$ cat src/dev_pkg.sv
package dev_pkg;

	//////////////////////////////
	// Types

	typedef logic [11:0] addr_t;
	typedef logic [31:0] data_t;
	typedef logic [7:0]  byte_t;
	typedef logic [1:0]  func_t;
	typedef logic [1:0]  reg_t;
	typedef logic [1:0]  port_t;

	//////////////////////////////
	// Address map

	localparam int FUNC_LSB = 10;
	localparam int PORT_LSB = 4;
	// Register index and ROM word index share these bits
	localparam int WORD_LSB = 2;

	localparam func_t FUNC_ROM = 2'd0;
	localparam func_t FUNC_MPS = 2'd1;

	localparam logic [1:0] RESP_OKAY   = 2'b00;
	localparam logic [1:0] RESP_SLVERR = 2'b10;

	// Per-port registers
	localparam reg_t REG_DATA   = 2'd0;
	localparam reg_t REG_STATUS = 2'd1;
	localparam reg_t REG_CTRL   = 2'd2;

	localparam int STAT_RX_VALID = 0;
	localparam int STAT_TX_BUSY  = 1;
	localparam int STAT_OVERRUN  = 2;

	//////////////////////////////
	// Serial timing

	localparam int UART_PORT_NUM = 4;
	localparam int BAUD_DIV      = 16;
	localparam int BAUD_CNT_W    = $clog2(BAUD_DIV);

	typedef logic [BAUD_CNT_W-1:0] baud_cnt_t;

	localparam baud_cnt_t BAUD_LAST = baud_cnt_t'(BAUD_DIV - 1);
	// Half a bit after the start edge
	localparam baud_cnt_t BAUD_HALF = baud_cnt_t'(BAUD_DIV / 2 - 1);

	// Identification words
	localparam int    ROM_WORDS = 16;
	localparam data_t DEVICE_ID = 32'h5e1a_0004;
	localparam data_t ROM_INFO  = {8'h00, 16'(BAUD_DIV), 8'(UART_PORT_NUM)};

endpackage

$ cat src/axil_func_demux.sv
module axil_func_demux (
	input  logic           clk_i,
	input  logic           rst_n_i,

	// Write address
	input  dev_pkg::addr_t s_awaddr_i,
	input  logic           s_awvalid_i,
	output logic           s_awready_o,
	// Write data
	input  dev_pkg::data_t s_wdata_i,
	input  logic           s_wvalid_i,
	output logic           s_wready_o,
	// Write response
	output logic [1:0]     s_bresp_o,
	output logic           s_bvalid_o,
	input  logic           s_bready_i,
	// Read address
	input  dev_pkg::addr_t s_araddr_i,
	input  logic           s_arvalid_i,
	output logic           s_arready_o,
	// Read data
	output dev_pkg::data_t s_rdata_o,
	output logic [1:0]     s_rresp_o,
	output logic           s_rvalid_o,
	input  logic           s_rready_i,

	// Local bus
	output logic           rom_req_o,
	output logic           mps_req_o,
	output logic           we_o,
	output dev_pkg::addr_t offset_o,
	output dev_pkg::data_t wdata_o,
	input  logic           rom_ack_i,
	input  dev_pkg::data_t rom_rdata_i,
	input  logic           mps_ack_i,
	input  dev_pkg::data_t mps_rdata_i
);

	typedef enum logic [1:0] {
		AXIL_IDLE,
		AXIL_REQ,
		AXIL_RESP
	} axil_state_t;

	axil_state_t    state_q;
	logic           aw_held_q;
	logic           w_held_q;
	logic           we_q;
	logic [1:0]     resp_q;
	dev_pkg::addr_t addr_q;
	dev_pkg::data_t wdata_q;
	dev_pkg::data_t rdata_q;
	dev_pkg::func_t func;
	logic           mapped;
	logic           func_ack;
	dev_pkg::data_t func_rdata;
	logic           aw_hs;
	logic           w_hs;
	logic           ar_hs;

	//////////////////////////////
	// Function decode

	assign func   = addr_q[dev_pkg::FUNC_LSB +: $bits(dev_pkg::func_t)];
	assign mapped = (func == dev_pkg::FUNC_ROM) || (func == dev_pkg::FUNC_MPS);

	assign func_ack   = (func == dev_pkg::FUNC_ROM) ? rom_ack_i : mps_ack_i;
	assign func_rdata = (func == dev_pkg::FUNC_ROM) ? rom_rdata_i : mps_rdata_i;

	assign rom_req_o = (state_q == AXIL_REQ) && (func == dev_pkg::FUNC_ROM);
	assign mps_req_o = (state_q == AXIL_REQ) && (func == dev_pkg::FUNC_MPS);
	assign we_o      = we_q;
	assign offset_o  = addr_q;
	assign wdata_o   = wdata_q;

	//////////////////////////////
	// Host channels

	assign s_awready_o = (state_q == AXIL_IDLE) && !aw_held_q;
	assign s_wready_o  = (state_q == AXIL_IDLE) && !w_held_q;
	// Reads wait while any part of a write is around
	assign s_arready_o = (state_q == AXIL_IDLE) && !aw_held_q && !w_held_q &&
		!s_awvalid_i && !s_wvalid_i;

	assign aw_hs = s_awvalid_i && s_awready_o;
	assign w_hs  = s_wvalid_i && s_wready_o;
	assign ar_hs = s_arvalid_i && s_arready_o;

	assign s_bvalid_o = (state_q == AXIL_RESP) && we_q;
	assign s_rvalid_o = (state_q == AXIL_RESP) && !we_q;
	assign s_bresp_o  = resp_q;
	assign s_rresp_o  = resp_q;
	assign s_rdata_o  = rdata_q;

	always_ff @(posedge clk_i) begin
		if (!rst_n_i) begin
			state_q   <= AXIL_IDLE;
			aw_held_q <= 1'b0;
			w_held_q  <= 1'b0;
			we_q      <= 1'b0;
			resp_q    <= dev_pkg::RESP_OKAY;
		end else begin
			case (state_q)
				AXIL_IDLE: begin
					if (aw_hs)
						aw_held_q <= 1'b1;
					if (w_hs)
						w_held_q <= 1'b1;
					if (aw_held_q && w_held_q) begin
						aw_held_q <= 1'b0;
						w_held_q  <= 1'b0;
						we_q      <= 1'b1;
						state_q   <= AXIL_REQ;
					end else if (ar_hs) begin
						we_q    <= 1'b0;
						state_q <= AXIL_REQ;
					end
				end
				AXIL_REQ: begin
					if (!mapped) begin
						resp_q  <= dev_pkg::RESP_SLVERR;
						state_q <= AXIL_RESP;
					end else if (func_ack) begin
						resp_q  <= dev_pkg::RESP_OKAY;
						state_q <= AXIL_RESP;
					end
				end
				AXIL_RESP: begin
					if ((we_q && s_bready_i) || (!we_q && s_rready_i))
						state_q <= AXIL_IDLE;
				end
				default: state_q <= AXIL_IDLE;
			endcase
		end
	end

	// Address, write data and read data
	always_ff @(posedge clk_i) begin
		if (aw_hs)
			addr_q <= s_awaddr_i;
		else if (ar_hs)
			addr_q <= s_araddr_i;
		if (w_hs)
			wdata_q <= s_wdata_i;
		if (state_q == AXIL_REQ)
			rdata_q <= mapped ? func_rdata : '0;
	end

	a_rvalid_hold: assert property (@(posedge clk_i) disable iff (!rst_n_i)
		s_rvalid_o && !s_rready_i |=> s_rvalid_o && $stable(s_rdata_o) && $stable(s_rresp_o));

	a_bvalid_hold: assert property (@(posedge clk_i) disable iff (!rst_n_i)
		s_bvalid_o && !s_bready_i |=> s_bvalid_o && $stable(s_bresp_o));

	a_req_onehot: assert property (@(posedge clk_i) disable iff (!rst_n_i)
		$onehot0({rom_req_o, mps_req_o}));

endmodule

$ cat src/config_rom.sv
module config_rom (
	input  logic           clk_i,
	input  logic           rst_n_i,
	input  logic           req_i,
	input  dev_pkg::addr_t offset_i,
	output logic           ack_o,
	output dev_pkg::data_t rdata_o
);

	logic [$clog2(dev_pkg::ROM_WORDS)-1:0] word_idx;

	// Upper offset bits alias onto the same 16 words
	assign word_idx = offset_i[dev_pkg::WORD_LSB +: $clog2(dev_pkg::ROM_WORDS)];

	// One ack per request, writes included
	always_ff @(posedge clk_i) begin
		if (!rst_n_i)
			ack_o <= 1'b0;
		else
			ack_o <= req_i && !ack_o;
	end

	always_ff @(posedge clk_i) begin
		if (req_i) begin
			case (word_idx)
				4'd0:    rdata_o <= dev_pkg::DEVICE_ID;
				4'd1:    rdata_o <= dev_pkg::ROM_INFO;
				default: rdata_o <= '0;
			endcase
		end
	end

endmodule

$ cat src/uart_port.sv
module uart_port (
	input  logic           clk_i,
	input  logic           rst_n_i,

	// Transmit
	input  logic           tx_start_i,
	input  dev_pkg::byte_t tx_byte_i,
	output logic           tx_busy_o,
	output logic           tx_o,

	// Receive
	input  logic           rx_i,
	input  logic           rx_take_i,
	output dev_pkg::byte_t rx_byte_o,
	output logic           rx_valid_o,
	output logic           overrun_o
);

	typedef enum logic [1:0] {
		UART_IDLE,
		UART_START,
		UART_DATA,
		UART_STOP
	} uart_state_t;

	uart_state_t        tx_state_q;
	dev_pkg::baud_cnt_t tx_baud_q;
	logic [2:0]         tx_bit_q;
	dev_pkg::byte_t     tx_shift_q;
	logic               tx_load;
	logic               tx_next;

	uart_state_t        rx_state_q;
	dev_pkg::baud_cnt_t rx_baud_q;
	logic [2:0]         rx_bit_q;
	dev_pkg::byte_t     rx_shift_q;
	logic               rx_meta_q;
	logic               rx_sync_q;
	logic               rx_prev_q;
	logic               rx_sample;
	logic               rx_done;

	//////////////////////////////
	// Transmitter

	assign tx_busy_o = (tx_state_q != UART_IDLE);
	assign tx_load   = (tx_state_q == UART_IDLE) && tx_start_i;
	assign tx_next   = (tx_state_q == UART_DATA) && (tx_baud_q == dev_pkg::BAUD_LAST) &&
		(tx_bit_q != 3'd7);

	always_ff @(posedge clk_i) begin
		if (!rst_n_i) begin
			tx_state_q <= UART_IDLE;
			tx_baud_q  <= '0;
			tx_bit_q   <= '0;
			tx_o       <= 1'b1;
		end else begin
			case (tx_state_q)
				UART_IDLE: begin
					if (tx_start_i) begin
						tx_baud_q  <= '0;
						tx_o       <= 1'b0;
						tx_state_q <= UART_START;
					end
				end
				UART_START: begin
					if (tx_baud_q == dev_pkg::BAUD_LAST) begin
						tx_baud_q  <= '0;
						tx_bit_q   <= '0;
						tx_o       <= tx_shift_q[0];
						tx_state_q <= UART_DATA;
					end else
						tx_baud_q <= tx_baud_q + 1'b1;
				end
				UART_DATA: begin
					if (tx_baud_q == dev_pkg::BAUD_LAST) begin
						tx_baud_q <= '0;
						if (tx_bit_q == 3'd7) begin
							tx_o       <= 1'b1;
							tx_state_q <= UART_STOP;
						end else begin
							tx_bit_q <= tx_bit_q + 1'b1;
							tx_o     <= tx_shift_q[1];
						end
					end else
						tx_baud_q <= tx_baud_q + 1'b1;
				end
				UART_STOP: begin
					if (tx_baud_q == dev_pkg::BAUD_LAST)
						tx_state_q <= UART_IDLE;
					else
						tx_baud_q <= tx_baud_q + 1'b1;
				end
				default: tx_state_q <= UART_IDLE;
			endcase
		end
	end

	// LSB first
	always_ff @(posedge clk_i) begin
		if (tx_load)
			tx_shift_q <= tx_byte_i;
		else if (tx_next)
			tx_shift_q <= {1'b0, tx_shift_q[7:1]};
	end

	//////////////////////////////
	// Receiver

	assign rx_sample = (rx_state_q == UART_DATA) && (rx_baud_q == dev_pkg::BAUD_LAST);
	// Middle of the stop bit
	assign rx_done   = (rx_state_q == UART_STOP) && (rx_baud_q == dev_pkg::BAUD_LAST);

	always_ff @(posedge clk_i) begin
		if (!rst_n_i) begin
			rx_meta_q  <= 1'b1;
			rx_sync_q  <= 1'b1;
			rx_prev_q  <= 1'b1;
			rx_state_q <= UART_IDLE;
			rx_baud_q  <= '0;
			rx_bit_q   <= '0;
			rx_valid_o <= 1'b0;
			overrun_o  <= 1'b0;
		end else begin
			rx_meta_q <= rx_i;
			rx_sync_q <= rx_meta_q;
			rx_prev_q <= rx_sync_q;

			case (rx_state_q)
				UART_IDLE: begin
					if (rx_prev_q && !rx_sync_q) begin
						rx_baud_q  <= '0;
						rx_state_q <= UART_START;
					end
				end
				UART_START: begin
					if (rx_baud_q == dev_pkg::BAUD_HALF) begin
						rx_baud_q <= '0;
						rx_bit_q  <= '0;
						// Line already high again means a glitch
						rx_state_q <= rx_sync_q ? UART_IDLE : UART_DATA;
					end else
						rx_baud_q <= rx_baud_q + 1'b1;
				end
				UART_DATA: begin
					if (rx_baud_q == dev_pkg::BAUD_LAST) begin
						rx_baud_q <= '0;
						rx_bit_q  <= rx_bit_q + 1'b1;
						if (rx_bit_q == 3'd7)
							rx_state_q <= UART_STOP;
					end else
						rx_baud_q <= rx_baud_q + 1'b1;
				end
				UART_STOP: begin
					if (rx_baud_q == dev_pkg::BAUD_LAST)
						rx_state_q <= UART_IDLE;
					else
						rx_baud_q <= rx_baud_q + 1'b1;
				end
				default: rx_state_q <= UART_IDLE;
			endcase

			if (rx_done) begin
				rx_valid_o <= 1'b1;
				overrun_o  <= (rx_valid_o || overrun_o) && !rx_take_i;
			end else if (rx_take_i) begin
				rx_valid_o <= 1'b0;
				overrun_o  <= 1'b0;
			end
		end
	end

	always_ff @(posedge clk_i) begin
		if (rx_sample)
			rx_shift_q <= {rx_sync_q, rx_shift_q[7:1]};
		if (rx_done)
			rx_byte_o <= rx_shift_q;
	end

	a_tx_idle_high: assert property (@(posedge clk_i) disable iff (!rst_n_i)
		(tx_state_q == UART_IDLE) |-> tx_o);

endmodule

$ cat src/mps_regs.sv
module mps_regs (
	input  logic                              clk_i,
	input  logic                              rst_n_i,
	input  logic                              req_i,
	input  logic                              we_i,
	input  dev_pkg::addr_t                    offset_i,
	input  dev_pkg::data_t                    wdata_i,
	output logic                              ack_o,
	output dev_pkg::data_t                    rdata_o,
	input  logic [dev_pkg::UART_PORT_NUM-1:0] uart_rx_i,
	output logic [dev_pkg::UART_PORT_NUM-1:0] uart_tx_o,
	output logic                              irq_o
);

	dev_pkg::port_t                    port_sel;
	dev_pkg::reg_t                     reg_sel;
	logic                              data_wr;
	logic                              accept;
	logic [dev_pkg::UART_PORT_NUM-1:0] ctrl_q;
	logic [dev_pkg::UART_PORT_NUM-1:0] tx_start;
	logic [dev_pkg::UART_PORT_NUM-1:0] tx_busy;
	logic [dev_pkg::UART_PORT_NUM-1:0] rx_take;
	logic [dev_pkg::UART_PORT_NUM-1:0] rx_valid;
	logic [dev_pkg::UART_PORT_NUM-1:0] overrun;
	dev_pkg::byte_t                    rx_byte [dev_pkg::UART_PORT_NUM];
	dev_pkg::data_t                    rd_word;

	//////////////////////////////
	// Register decode

	assign port_sel = offset_i[dev_pkg::PORT_LSB +: $bits(dev_pkg::port_t)];
	assign reg_sel  = offset_i[dev_pkg::WORD_LSB +: $bits(dev_pkg::reg_t)];
	assign data_wr  = we_i && (reg_sel == dev_pkg::REG_DATA);

	// DATA writes hold off until the transmitter is free
	assign accept = req_i && !ack_o && !(data_wr && tx_busy[port_sel]);

	always_comb begin
		rd_word = '0;
		case (reg_sel)
			dev_pkg::REG_DATA:
				rd_word = {24'h0, rx_byte[port_sel]};
			dev_pkg::REG_STATUS: begin
				rd_word[dev_pkg::STAT_RX_VALID] = rx_valid[port_sel];
				rd_word[dev_pkg::STAT_TX_BUSY]  = tx_busy[port_sel];
				rd_word[dev_pkg::STAT_OVERRUN]  = overrun[port_sel];
			end
			dev_pkg::REG_CTRL:
				rd_word[0] = ctrl_q[port_sel];
			default:
				rd_word = '0;
		endcase
	end

	always_ff @(posedge clk_i) begin
		if (!rst_n_i) begin
			ack_o  <= 1'b0;
			ctrl_q <= '0;
		end else begin
			ack_o <= accept;
			if (accept && we_i && (reg_sel == dev_pkg::REG_CTRL))
				ctrl_q[port_sel] <= wdata_i[0];
		end
	end

	always_ff @(posedge clk_i) begin
		if (accept)
			rdata_o <= rd_word;
	end

	//////////////////////////////
	// Serial ports

	for (genvar i = 0; i < dev_pkg::UART_PORT_NUM; i++) begin : g_port
		assign tx_start[i] = accept && data_wr && (port_sel == dev_pkg::port_t'(i));
		assign rx_take[i]  = accept && !we_i && (reg_sel == dev_pkg::REG_DATA) &&
			(port_sel == dev_pkg::port_t'(i));

		uart_port uart_port_i (
			.clk_i(clk_i),
			.rst_n_i(rst_n_i),
			.tx_start_i(tx_start[i]),
			.tx_byte_i(wdata_i[7:0]),
			.tx_busy_o(tx_busy[i]),
			.tx_o(uart_tx_o[i]),
			.rx_i(uart_rx_i[i]),
			.rx_take_i(rx_take[i]),
			.rx_byte_o(rx_byte[i]),
			.rx_valid_o(rx_valid[i]),
			.overrun_o(overrun[i])
		);
	end

	assign irq_o = |(rx_valid & ctrl_q);

	// An acknowledged DATA write leaves its port transmitting
	a_data_wr_busy: assert property (@(posedge clk_i) disable iff (!rst_n_i)
		ack_o && data_wr |-> tx_busy[port_sel]);

endmodule

$ cat src/device_top.sv
module device_top (
	input  logic                              clk_i,
	input  logic                              rst_n_i,

	// AXI4-Lite host port
	input  dev_pkg::addr_t                    s_awaddr_i,
	input  logic                              s_awvalid_i,
	output logic                              s_awready_o,
	input  dev_pkg::data_t                    s_wdata_i,
	input  logic                              s_wvalid_i,
	output logic                              s_wready_o,
	output logic [1:0]                        s_bresp_o,
	output logic                              s_bvalid_o,
	input  logic                              s_bready_i,
	input  dev_pkg::addr_t                    s_araddr_i,
	input  logic                              s_arvalid_i,
	output logic                              s_arready_o,
	output dev_pkg::data_t                    s_rdata_o,
	output logic [1:0]                        s_rresp_o,
	output logic                              s_rvalid_o,
	input  logic                              s_rready_i,

	// Serial pins
	input  logic [dev_pkg::UART_PORT_NUM-1:0] uart_rx_i,
	output logic [dev_pkg::UART_PORT_NUM-1:0] uart_tx_o,
	output logic                              irq_o
);

	logic           rom_req;
	logic           mps_req;
	logic           we;
	dev_pkg::addr_t offset;
	dev_pkg::data_t wdata;
	logic           rom_ack;
	dev_pkg::data_t rom_rdata;
	logic           mps_ack;
	dev_pkg::data_t mps_rdata;

	//////////////////////////////
	// Host bus and function decode

	axil_func_demux axil_func_demux_i (
		.clk_i(clk_i),
		.rst_n_i(rst_n_i),
		.s_awaddr_i(s_awaddr_i),
		.s_awvalid_i(s_awvalid_i),
		.s_awready_o(s_awready_o),
		.s_wdata_i(s_wdata_i),
		.s_wvalid_i(s_wvalid_i),
		.s_wready_o(s_wready_o),
		.s_bresp_o(s_bresp_o),
		.s_bvalid_o(s_bvalid_o),
		.s_bready_i(s_bready_i),
		.s_araddr_i(s_araddr_i),
		.s_arvalid_i(s_arvalid_i),
		.s_arready_o(s_arready_o),
		.s_rdata_o(s_rdata_o),
		.s_rresp_o(s_rresp_o),
		.s_rvalid_o(s_rvalid_o),
		.s_rready_i(s_rready_i),
		.rom_req_o(rom_req),
		.mps_req_o(mps_req),
		.we_o(we),
		.offset_o(offset),
		.wdata_o(wdata),
		.rom_ack_i(rom_ack),
		.rom_rdata_i(rom_rdata),
		.mps_ack_i(mps_ack),
		.mps_rdata_i(mps_rdata)
	);

	//////////////////////////////
	// Identification ROM

	config_rom rom_i (
		.clk_i(clk_i),
		.rst_n_i(rst_n_i),
		.req_i(rom_req),
		.offset_i(offset),
		.ack_o(rom_ack),
		.rdata_o(rom_rdata)
	);

	//////////////////////////////
	// Multi-port serial controller

	mps_regs mps_regs_i (
		.clk_i(clk_i),
		.rst_n_i(rst_n_i),
		.req_i(mps_req),
		.we_i(we),
		.offset_i(offset),
		.wdata_i(wdata),
		.ack_o(mps_ack),
		.rdata_o(mps_rdata),
		.uart_rx_i(uart_rx_i),
		.uart_tx_o(uart_tx_o),
		.irq_o(irq_o)
	);

endmodule

$ cat config.mk
export PLATFORM = sky130hd
export DESIGN_NAME = device_top
export DESIGN_NICKNAME = d
export VERILOG_FILES = /design/src/dev_pkg.sv /design/src/axil_func_demux.sv /design/src/config_rom.sv /design/src/uart_port.sv /design/src/mps_regs.sv /design/src/device_top.sv
export SDC_FILE = /design/constraint.sdc
export NUM_CORES = 1
export LEC_CHECK = 0
export ABC_AREA = 1
export BUFFER_PORTS_ARGS = -buffer_cell sky130_fd_sc_hd__buf_2
export CORE_MARGIN = 3
export CORE_UTILIZATION = 55
export DETAILED_ROUTE_END_ITERATION = 10
export GPL_ROUTABILITY_DRIVEN = 0
export GPL_TIMING_DRIVEN = 0
export PLACE_DENSITY = 0.84
export SLEW_MARGIN = 5
export SYNTH_ARGS = -nofsm -noshare
export SYNTH_HDL_FRONTEND = slang
export SYNTH_HIERARCHICAL = 1
export SYNTH_SLANG_ARGS = --single-unit
$ cat constraint.sdc
create_clock -name clk_i -period 3.9 [get_ports clk_i]
set_clock_uncertainty 0.05 [all_clocks]
set_input_delay 0.78 -clock clk_i [delete_from_list [all_inputs] [get_ports clk_i]]
set_output_delay 0.78 -clock clk_i [all_outputs]
set_load 0.005 [all_outputs]
==> results of run 1 <==
## repair_timing
item,in CTS,in global routing
pin swaps,1,0
endpoints found under the setup margin,32,32
cloned,1,0
gates resized for setup,0,8
## per-layer routing
| metal | GRT usage (%) | share of wire, % | vias up |
|---|---|---|---|
| met1 | 25.3 | 43 | 4281 |
| li1 | - | - | 4695 |
| met4 | 6.07 | 2.3 | 0 |
| met3 | 3.13 | 5.7 | 53 |
| met2 | 36.0 | 49 | 267 |
| met5 | 0 | 0 | - |
## critical path, stage by stage (launching register included)
cell and delay, ns:
dfxtp_1 0.36, inv_2 0.09, nor2_4 0.43, inv_1 0.12, nor2_1 0.13, inv_1 0.05
nor2_1 0.42, a21boi_2 0.49, nand2_1 0.25, nor2_1 0.24, nand2_1 0.31, o21ai_2 0.31
## metrics by stage
step / instance area, um^2 / hold WS, ns / util (%)
2_1_floorplan: 12700 / 0.340 / -
3_3_place_gp: 13500 / 0.346 / 60.7
3_5_place_dp: 13500 / 0.349 / 60.7
4_1_cts: 14400 / 0.351 / 65.0
5_1_grt: 14400 / 0.349 / 65.0
6_report: 14400 / 0.361 / 65.0
## cells in the final DEF, fill, tap and decap left out, types with 28 or more instances in the layout
cell type    n
a21oi_1     56
conb_1      48
nand2_1    297
ha_1        44
nor2_1     125
buf_4       65
inv_2       31
edfxtp_1   153
nand3_1    111
dfxtp_1    108
inv_1      119
buf_2       80
o21ai_0     48
mux2_2      28
clkbuf_16   28
## final timing paths
kind	startpoint	end	slack, ns	depth (start not counted)
worst min register to register	rom_i/ack_o$_SDFF_PN0_	rom_i/ack_o$_SDFF_PN0_	0.36	1
worst min-delay path	rom_i/ack_o$_SDFF_PN0_	rom_i/ack_o$_SDFF_PN0_	0.36	1
worst max-delay path	axil_func_demux_i/state_q[0]$_SDFFE_PN0P_	mps_regs_i/g_port[0].uart_port_i/tx_shift_q[4]$_DFFE_PP_	0.27	11
worst max register to register	axil_func_demux_i/state_q[0]$_SDFFE_PN0P_	mps_regs_i/g_port[0].uart_port_i/tx_shift_q[4]$_DFFE_PP_	0.27	11
## flip-flops by register name (all words and copies together) (netlist names), 6 cells and up, named ones only
name                                      cells
mps_regs_i/rdata_o                            8
mps_regs_i/g_port.uart_port_i/tx_bit_q       12
mps_regs_i/g_port.uart_port_i/tx_state_q      8
axil_func_demux_i/offset_o                    6
mps_regs_i/g_port.uart_port_i/tx_baud_q      16
mps_regs_i/g_port.uart_port_i/tx_shift_q     32
mps_regs_i/g_port.uart_port_i/rx_bit_q       12
axil_func_demux_i/s_rdata_o                  32
mps_regs_i/g_port.uart_port_i/rx_baud_q      16
axil_func_demux_i/wdata_o                     8
mps_regs_i/g_port.uart_port_i/rx_byte_o      32
mps_regs_i/g_port.uart_port_i/rx_shift_q     32
## cell type report
cell class	count	area share, %
clock buffer	33	5.06
timing repair buffer	74	2.57
tap	280	2.43
inverter	155	4.05
sequential	261	46.9
clock inverter	17	1.40
multi-input combinational	904	33.4
buffer	88	4.19
## power by group
part           switching, mW  internal [mW]
sequential            0.0863           3.02
clock                   1.05           1.60
combinational          0.632          0.356
total                   1.76           4.97
==> qor.yml, run 1 <==
status: "finished clean"
firstDrtPassIters: 5
required_ns: 4.02
hp-class: "reg2reg"
wl_per_cell_um: 13.8
numCtsBuffers: 27
rsz0062_at_grt: "false"
layoutNonFillerInstCount: 1812
nets: 1622
fmax_mhz: 276
fin_tns_setup_ns: 0
dp_cells: 1761
hold_buffers: 0
die_w_um: 157
post-dp-hpwl_um: 17900
vdd_drop_max_v: 0.000394
drt-initial-drc-count: 617
drc: 0
multi_input_area_um2: 4810
setup_viol: 0
place_ws_ns: -0.254
ant_nets: 0
gr-total-overflow: 0
worstSetupEndpointType: "register"
std_cell_rows: 54
die-area_um2: 24700
antenna_found_initial: 0
layout_setup_ws_ns: 0.274
arrival_ns: 3.75
drive_above_1_share_pct: 22.3
netlist_area_um2: 12600
fillers: 1710
vias: 9296
cts.htree.levels: 1
crit_fanout: 18
first_global_vias: 8970
grt_max_degree: 32
clk_pin_slew_ns: 0.06
clockBufferDepth: 3
totalWireLength_um: 25000
fin_total_pwr_mw: 6.74
slew_headroom_pct: 40.0
hold_violations: 0
power.density_nw_per_um2: 468
clock_latency_ns: 0.53
period_needed_ns: 3.63
root_buffer: "clkbuf_16"
tightest_slew_ns: 0.900
die_height_um: 157
clock-sinks: 261
num_antenna_cells: 0
tritoncts: "done"
syn_inst: 1362
io_buffers: 74
start_util_pct: 56.7
worstSetupPathType: "reg2reg"
postCtsSetupRepairBufs: 0
start_kind: "register"
coreArea_um2: 22200
syn2layout_area_growth_pct: 14.7
drt-vias-per-instance: 5.13
regArea_um2: 6760
grt_pass1_wl_um: 41300
yosys_warnings: 6
cap_violations: 0
avgSynthCellArea_um2: 9.22
ios: 113
period_share_pct: 93.0
grt_use_total_pct: 20.2
drv_slew: 0
power_leakage_nw: 6.31
No activity file was read; power rests on OpenSTA's default activity.
==> run 2, diff against run 1 <==
==> constraint.sdc (replaced) <==
create_clock -name clk_i -period 3.9 [get_ports clk_i]
set_clock_uncertainty 0.05 [all_clocks]
set_input_delay 0.39 -clock clk_i [delete_from_list [all_inputs] [get_ports clk_i]]
set_output_delay 0.39 -clock clk_i [all_outputs]
set_load 0.005 [all_outputs]
==> qor.yml, run 2 (same netlist as run 1, synthesis figures left out) <==
gr-max-usage-layer: "met2"
ant_nets: 0  # unchanged
grt_max_degree: 32  # unchanged
tightest_slew_ns: 0.904  # +0.00475 ns
std_cell_rows: 54  # unchanged
slowest_stage: "a21boi_2"
num_antenna_cells: 0  # unchanged
root_buffer: "clkbuf_16"
totalWireLength_um: 25100  # +0.15%
gr-total-overflow: 0  # unchanged
power.density_nw_per_um2: 465  # -0.63%
tritoncts: "done"
period_needed_ns: 3.60  # -0.0242 ns
combPwrFrac_pct: 14.8  # about the same
layout_commonest_cell: "nand2_1"
final_cell_mix: "nand2_1, edfxtp_1, nor2_1"
r2r_start: "axil_func_demux_i/state_q[0]$_SDFFE_PN0P_"
status: "finished clean"
io_buffers: 74  # unchanged
p_int_mw: 4.98  # +0.14%
coreArea_um2: 22200  # unchanged
drive_above_1_share_pct: 22.1  # -0.16 points
syn2layout_area_growth_pct: 15.6
fmax_mhz: 278  # +0.67%
clk_pin_slew_ns: 0.06  # about the same
hold_violations: 0  # unchanged
drc: 0  # unchanged
p_switching_mw: 1.77  # about the same
power_leakage_nw: 6.36  # +0.73%
cap_violations: 0  # unchanged
die-area_um2: 24700  # unchanged
drt-initial-drc-count: 591  # -4.2%
worstSetupEndpointType: "register"
cpMostUsedCell: "nor2_1"
swShare_pct: 26.2  # about the same
grt_use_total_pct: 20.2  # +0.069 points
grt_use_met1_pct: 25.4  # +0.10 points
setup_viol: 0  # unchanged
crit_fanout: 18  # unchanged
clockBufferDepth: 3  # unchanged
cts.htree.levels: 1  # unchanged
drt-vias-per-instance: 5.10  # -0.57%
ios: 113  # unchanged
rsz0062_at_grt: "false"
post-dp-hpwl_um: 17900  # unchanged
clock-sinks: 261  # unchanged
wl_per_cell_um: 13.7  # -0.45%
clkPwrFrac_pct: 39.3  # about the same
antenna_found_initial: 0  # unchanged
fin_tns_setup_ns: 0  # unchanged
nets: 1633  # +0.68%
drv_slew: 0  # unchanged
worstSetupPathType: "reg2reg"
cp-startpoint: "axil_func_demux_i/state_q[0]$_SDFFE_PN0P_"
firstDrtPassIters: 5  # unchanged
p_seq_share_pct: 46.0  # about the same
die_height_um: 157  # unchanged
use_met2_pct: 36.2  # +0.20 points
start_util_pct: 56.7  # unchanged
hp-class: "in2reg"
vias: 9299  # +0.032%
arrival_ns: 3.72  # -0.03 ns
postCtsSetupRepairBufs: 0  # unchanged
place_ws_ns: -0.254  # unchanged
start_kind: "register"
period_share_pct: 92.4  # -0.62 points
vdd_drop_max_v: 0.000394  # -0.10%
cpPeakStageDelay_ns: 0.49  # about the same
layout_setup_ws_ns: 0.298  # +0.0242 ns
min_from: "uart_rx_i[3]"
first_global_vias: 9001  # +0.35%
grt_use_met3_pct: 3.02  # -0.11 points
die_w_um: 157  # unchanged
required_ns: 4.02  # about the same
clock_latency_ns: 0.53  # about the same
numCtsBuffers: 27  # unchanged
path_cells: "inv_2, nor2_4, inv_1, nor2_1, inv_1, nor2_1, a21boi_2, nand2_1, nor2_1, nand2_1, o21ai_2"
grt_pass1_wl_um: 41500  # +0.38%
slew_headroom_pct: 39.6  # -0.32 points
[run 2: changes by cell type in the layout (fill, tap and decap cells not counted)]
cell / delta
dlygate4sd3_1: +11
[run 2: critical path: cells and delay by family (launching register included)]
family	cells	cell delay, ns
AO/OA/AOI/OAI	2	0.80
flip-flops	1	0.36
buffers and inverters	3	0.26
AND/OR/NAND/NOR	6	1.76
[run 2: final timing paths]
kind / to / slack, ns / cells past startpoint
setup / recovery: mps_regs_i/g_port[0].uart_port_i/tx_shift_q[1]$_DFFE_PP_ / 0.30 / 11
hold / removal: mps_regs_i/g_port[3].uart_port_i/rx_meta_q$_SDFF_PN1_ / 0.02 / 2
hold reg to reg: rom_i/ack_o$_SDFF_PN0_ / 0.36 / 1
setup reg to reg: mps_regs_i/g_port[0].uart_port_i/tx_shift_q[1]$_DFFE_PP_ / 0.30 / 11
[run 2: area by class of cell]
| class | instances | area [um^2] |
|---|---|---|
| multi-input cells | 904 | 4810 |
| well taps | 280 | 350 |
| clock inverters | 17 | 201 |
| flip-flops and latches | 261 | 6760 |
| repair buffers | 85 | 480 |
| fillers | 1694 | 7640 |
| plain buffers | 88 | 604 |
| clock buffers | 33 | 729 |
| inverters | 155 | 584 |
[run 2: metrics by stage]
stage | power (mW) | utilization [%] | hold slack (ns) | cells | cell area (um^2)
6_report | 6.75 | 65.5 | 0.0225 | 1823 | 14500
5_1_grt | 7.04 | 65.5 | 0.0181 | 1823 | 14500
4_1_cts | 6.79 | 65.5 | 0.00546 | 1823 | 14500
3_5_place_dp | 4.12 | 60.7 | 0.349 | 1761 | 13500
3_3_place_gp | 4.09 | 60.7 | 0.346 | 1761 | 13500
2_1_floorplan | 3.87 | - | 0.340 | 1407 | 12700
[run 2: timing repair]
action | CTS | global route
resized for setup | 0 | 8
pin swaps | 1 | 0
endpoints found under the setup margin | 32 | 32
hold endpoints to repair | 11 | 0
cloned | 1 | 0
hold buffers | 11 | 0
[run 2: power by group through the flow]
stage          Combinational [mW]  Clock, mW  Sequential (mW)
4_1_cts                     0.981       2.70             3.10
2_1_floorplan               0.734          0             3.14
3_3_place_gp                0.932          0             3.16
3_5_place_dp                0.958          0             3.16
6_report                    0.996       2.65             3.10
5_1_grt                      1.13       2.80             3.11
[run 2: layer usage]
layer,part of all wire (%),up-vias
met2,49,273
li1,-,4718
met4,2.4,0
met5,0,-
met3,6.0,53
met1,43,4255
==> run 3, diff against run 2 <==
CTS_BUF_LIST = sky130_fd_sc_hd__clkbuf_8   (was not set)
==> qor.yml, run 3 (same netlist as run 1, synthesis figures left out) <==
status: "finished clean"
p_seq_share_pct: 48.0  # +2.0 points
arrival_ns: 3.79  # +0.07 ns
postCtsSetupRepairBufs: 0  # unchanged
fmax_mhz: 275  # -0.98%
wl_per_cell_um: 13.7  # about the same
syn2layout_area_growth_pct: 15.1
root_buffer: "clkbuf_8"
p_switching_mw: 1.80  # +2.0%
drt-initial-drc-count: 551  # -6.8%
clk_pin_slew_ns: 0.06  # about the same
die_height_um: 157  # unchanged
start_kind: "register"
std_cell_rows: 54  # unchanged
clockBufferDepth: 3  # unchanged
first_global_vias: 9128  # +1.4%
totalWireLength_um: 25400  # +1.5%
num_antenna_cells: 0  # unchanged
hp-class: "in2reg"
grt_pass1_wl_um: 42000  # +1.3%
die_w_um: 157  # unchanged
ant_nets: 0  # unchanged
rsz0062_at_grt: "false"
worstSetupPathType: "reg2reg"
power_leakage_nw: 6.38  # +0.30%
final_cell_area_um2: 14500  # -0.44%
tritoncts: "done"
crit_fanout: 18  # unchanged
io_buffers: 74  # unchanged
slew_headroom_pct: 39.4  # -0.26 points
swShare_pct: 27.8  # +1.7 points
cts.htree.levels: 2  # +1
combPwrFrac_pct: 15.3  # +0.5 points
regArea_um2: 6760  # unchanged
coreArea_um2: 22200  # unchanged
hold_violations: 0  # unchanged
fillers: 1707  # +0.77%
nets: 1649  # +0.98%
hold_ws_ns: 0.0798  # +0.0573 ns
drive_above_1_share_pct: 22.9  # +0.82 points
drv_slew: 0  # unchanged
p_int_mw: 4.67  # -6.3%
multi_input_area_um2: 4810  # unchanged
clock_latency_ns: 0.56  # +0.03 ns
required_ns: 4.05  # +0.03 ns
drc: 0  # unchanged
start_util_pct: 56.7  # unchanged
ios: 113  # unchanged
period_share_pct: 93.3  # +0.92 points
layout_commonest_cell: "nand2_1"
cap_violations: 0  # unchanged
vdd_drop_max_v: 0.000290  # -26%
post-dp-hpwl_um: 17900  # unchanged
tightest_slew_ns: 0.908  # +0.00384 ns
dpl_cell_area_um2: 13500  # unchanged
grt_max_degree: 32  # unchanged
path_cells: "inv_2, nor2_4, inv_1, nor2_1, inv_1, nor2_1, a21boi_2, nand2_1, nor2_1, nand2_1, o21ai_2"
vias: 9405  # +1.1%
worst-path-buf-inv: 3  # unchanged
cpPeakStageDelay_ns: 0.49  # about the same
die-area_um2: 24700  # unchanged
grt_use_total_pct: 20.6  # +0.42 points
clock-sinks: 261  # unchanged
fin_tns_setup_ns: 0  # unchanged
firstDrtPassIters: 4  # -1
gr-total-overflow: 0  # unchanged
clkPwrFrac_pct: 36.7  # -2.6 points
final_cell_mix: "nand2_1, edfxtp_1, inv_1"
cpMostUsedCell: "nor2_1"
period_needed_ns: 3.64  # +0.0357 ns
slowest_stage: "a21boi_2"
setup_viol: 0  # unchanged
drt-vias-per-instance: 5.08  # -0.39%
power.density_nw_per_um2: 448  # -3.7%
fin_total_pwr_mw: 6.47  # -4.1%
cpLargestDelayFamily: "simple AND/OR/NAND/NOR gates"
numCtsBuffers: 42  # +56%
antenna_found_initial: 0  # unchanged
worstSetupEndpointType: "register"
## run 3: repair_timing
item / 4_1_cts / 5_1_grt
hold endpoints to repair: 12 / 0
cloned: 1 / 0
hold buffers: 12 / 0
pin swaps: 1 / 0
resized for setup: 0 / 8
setup endpoints to repair: 32 / 32
## run 3: cell type report
class	instances	area share [%]
flip-flops and latches	261	46.7
multi-input cells	904	33.3
clock buffers	49	4.67
plain buffers	88	4.18
inverters	155	4.04
repair buffers	86	3.39
well taps	280	2.42
clock inverters	28	1.26
## run 3: path summary, 6_finish.rpt
kind,endpoint,slack [ns],depth (start not counted),from
setup / recovery,mps_regs_i/g_port[1].uart_port_i/tx_shift_q[0]$_DFFE_PP_,0.26,11,axil_func_demux_i/state_q[0]$_SDFFE_PN0P_
hold / removal,axil_func_demux_i/offset_o[10]$_DFFE_PP_,0.08,3,s_araddr_i[10]
setup reg to reg,mps_regs_i/g_port[1].uart_port_i/tx_shift_q[0]$_DFFE_PP_,0.26,11,axil_func_demux_i/state_q[0]$_SDFFE_PN0P_
hold reg to reg,rom_i/ack_o$_SDFF_PN0_,0.36,1,rom_i/ack_o$_SDFF_PN0_
## run 3: per-layer routing
metal | share of wire [%] | GRT usage, % | wire length (um)
met5 | 0 | 0 | 0
met3 | 5.5 | 3.63 | 1400
met2 | 49 | 36.4 | 12300
met4 | 2.6 | 7.60 | 652
met1 | 43 | 25.5 | 11000
## run 3: power by group through the flow
| stage | Combinational [mW] | Clock (mW) | Sequential (mW) |
|---|---|---|---|
| after floorplan | 0.734 | 0 | 3.14 |
| after global routing | 1.13 | 2.54 | 3.11 |
| final | 0.992 | 2.37 | 3.10 |
| after global placement | 0.932 | 0 | 3.16 |
| after CTS | 0.977 | 2.42 | 3.10 |
| after detailed placement | 0.958 | 0 | 3.16 |
## run 3: per-stage QoR
stage	utilization (%)	instances	worst slack (ns)
after floorplan	-	1407	0.350
after global placement	60.7	1761	-0.610
after detailed placement	60.7	1761	-0.254
after CTS	65.2	1851	0.0390
after global routing	65.2	1851	0.0157
final	65.2	1851	0.262
## run 3: worst min-delay path: stages
cell and delay [ns]:
buf_2 0.08, nand2_1 0.05, nand2_1 0.05
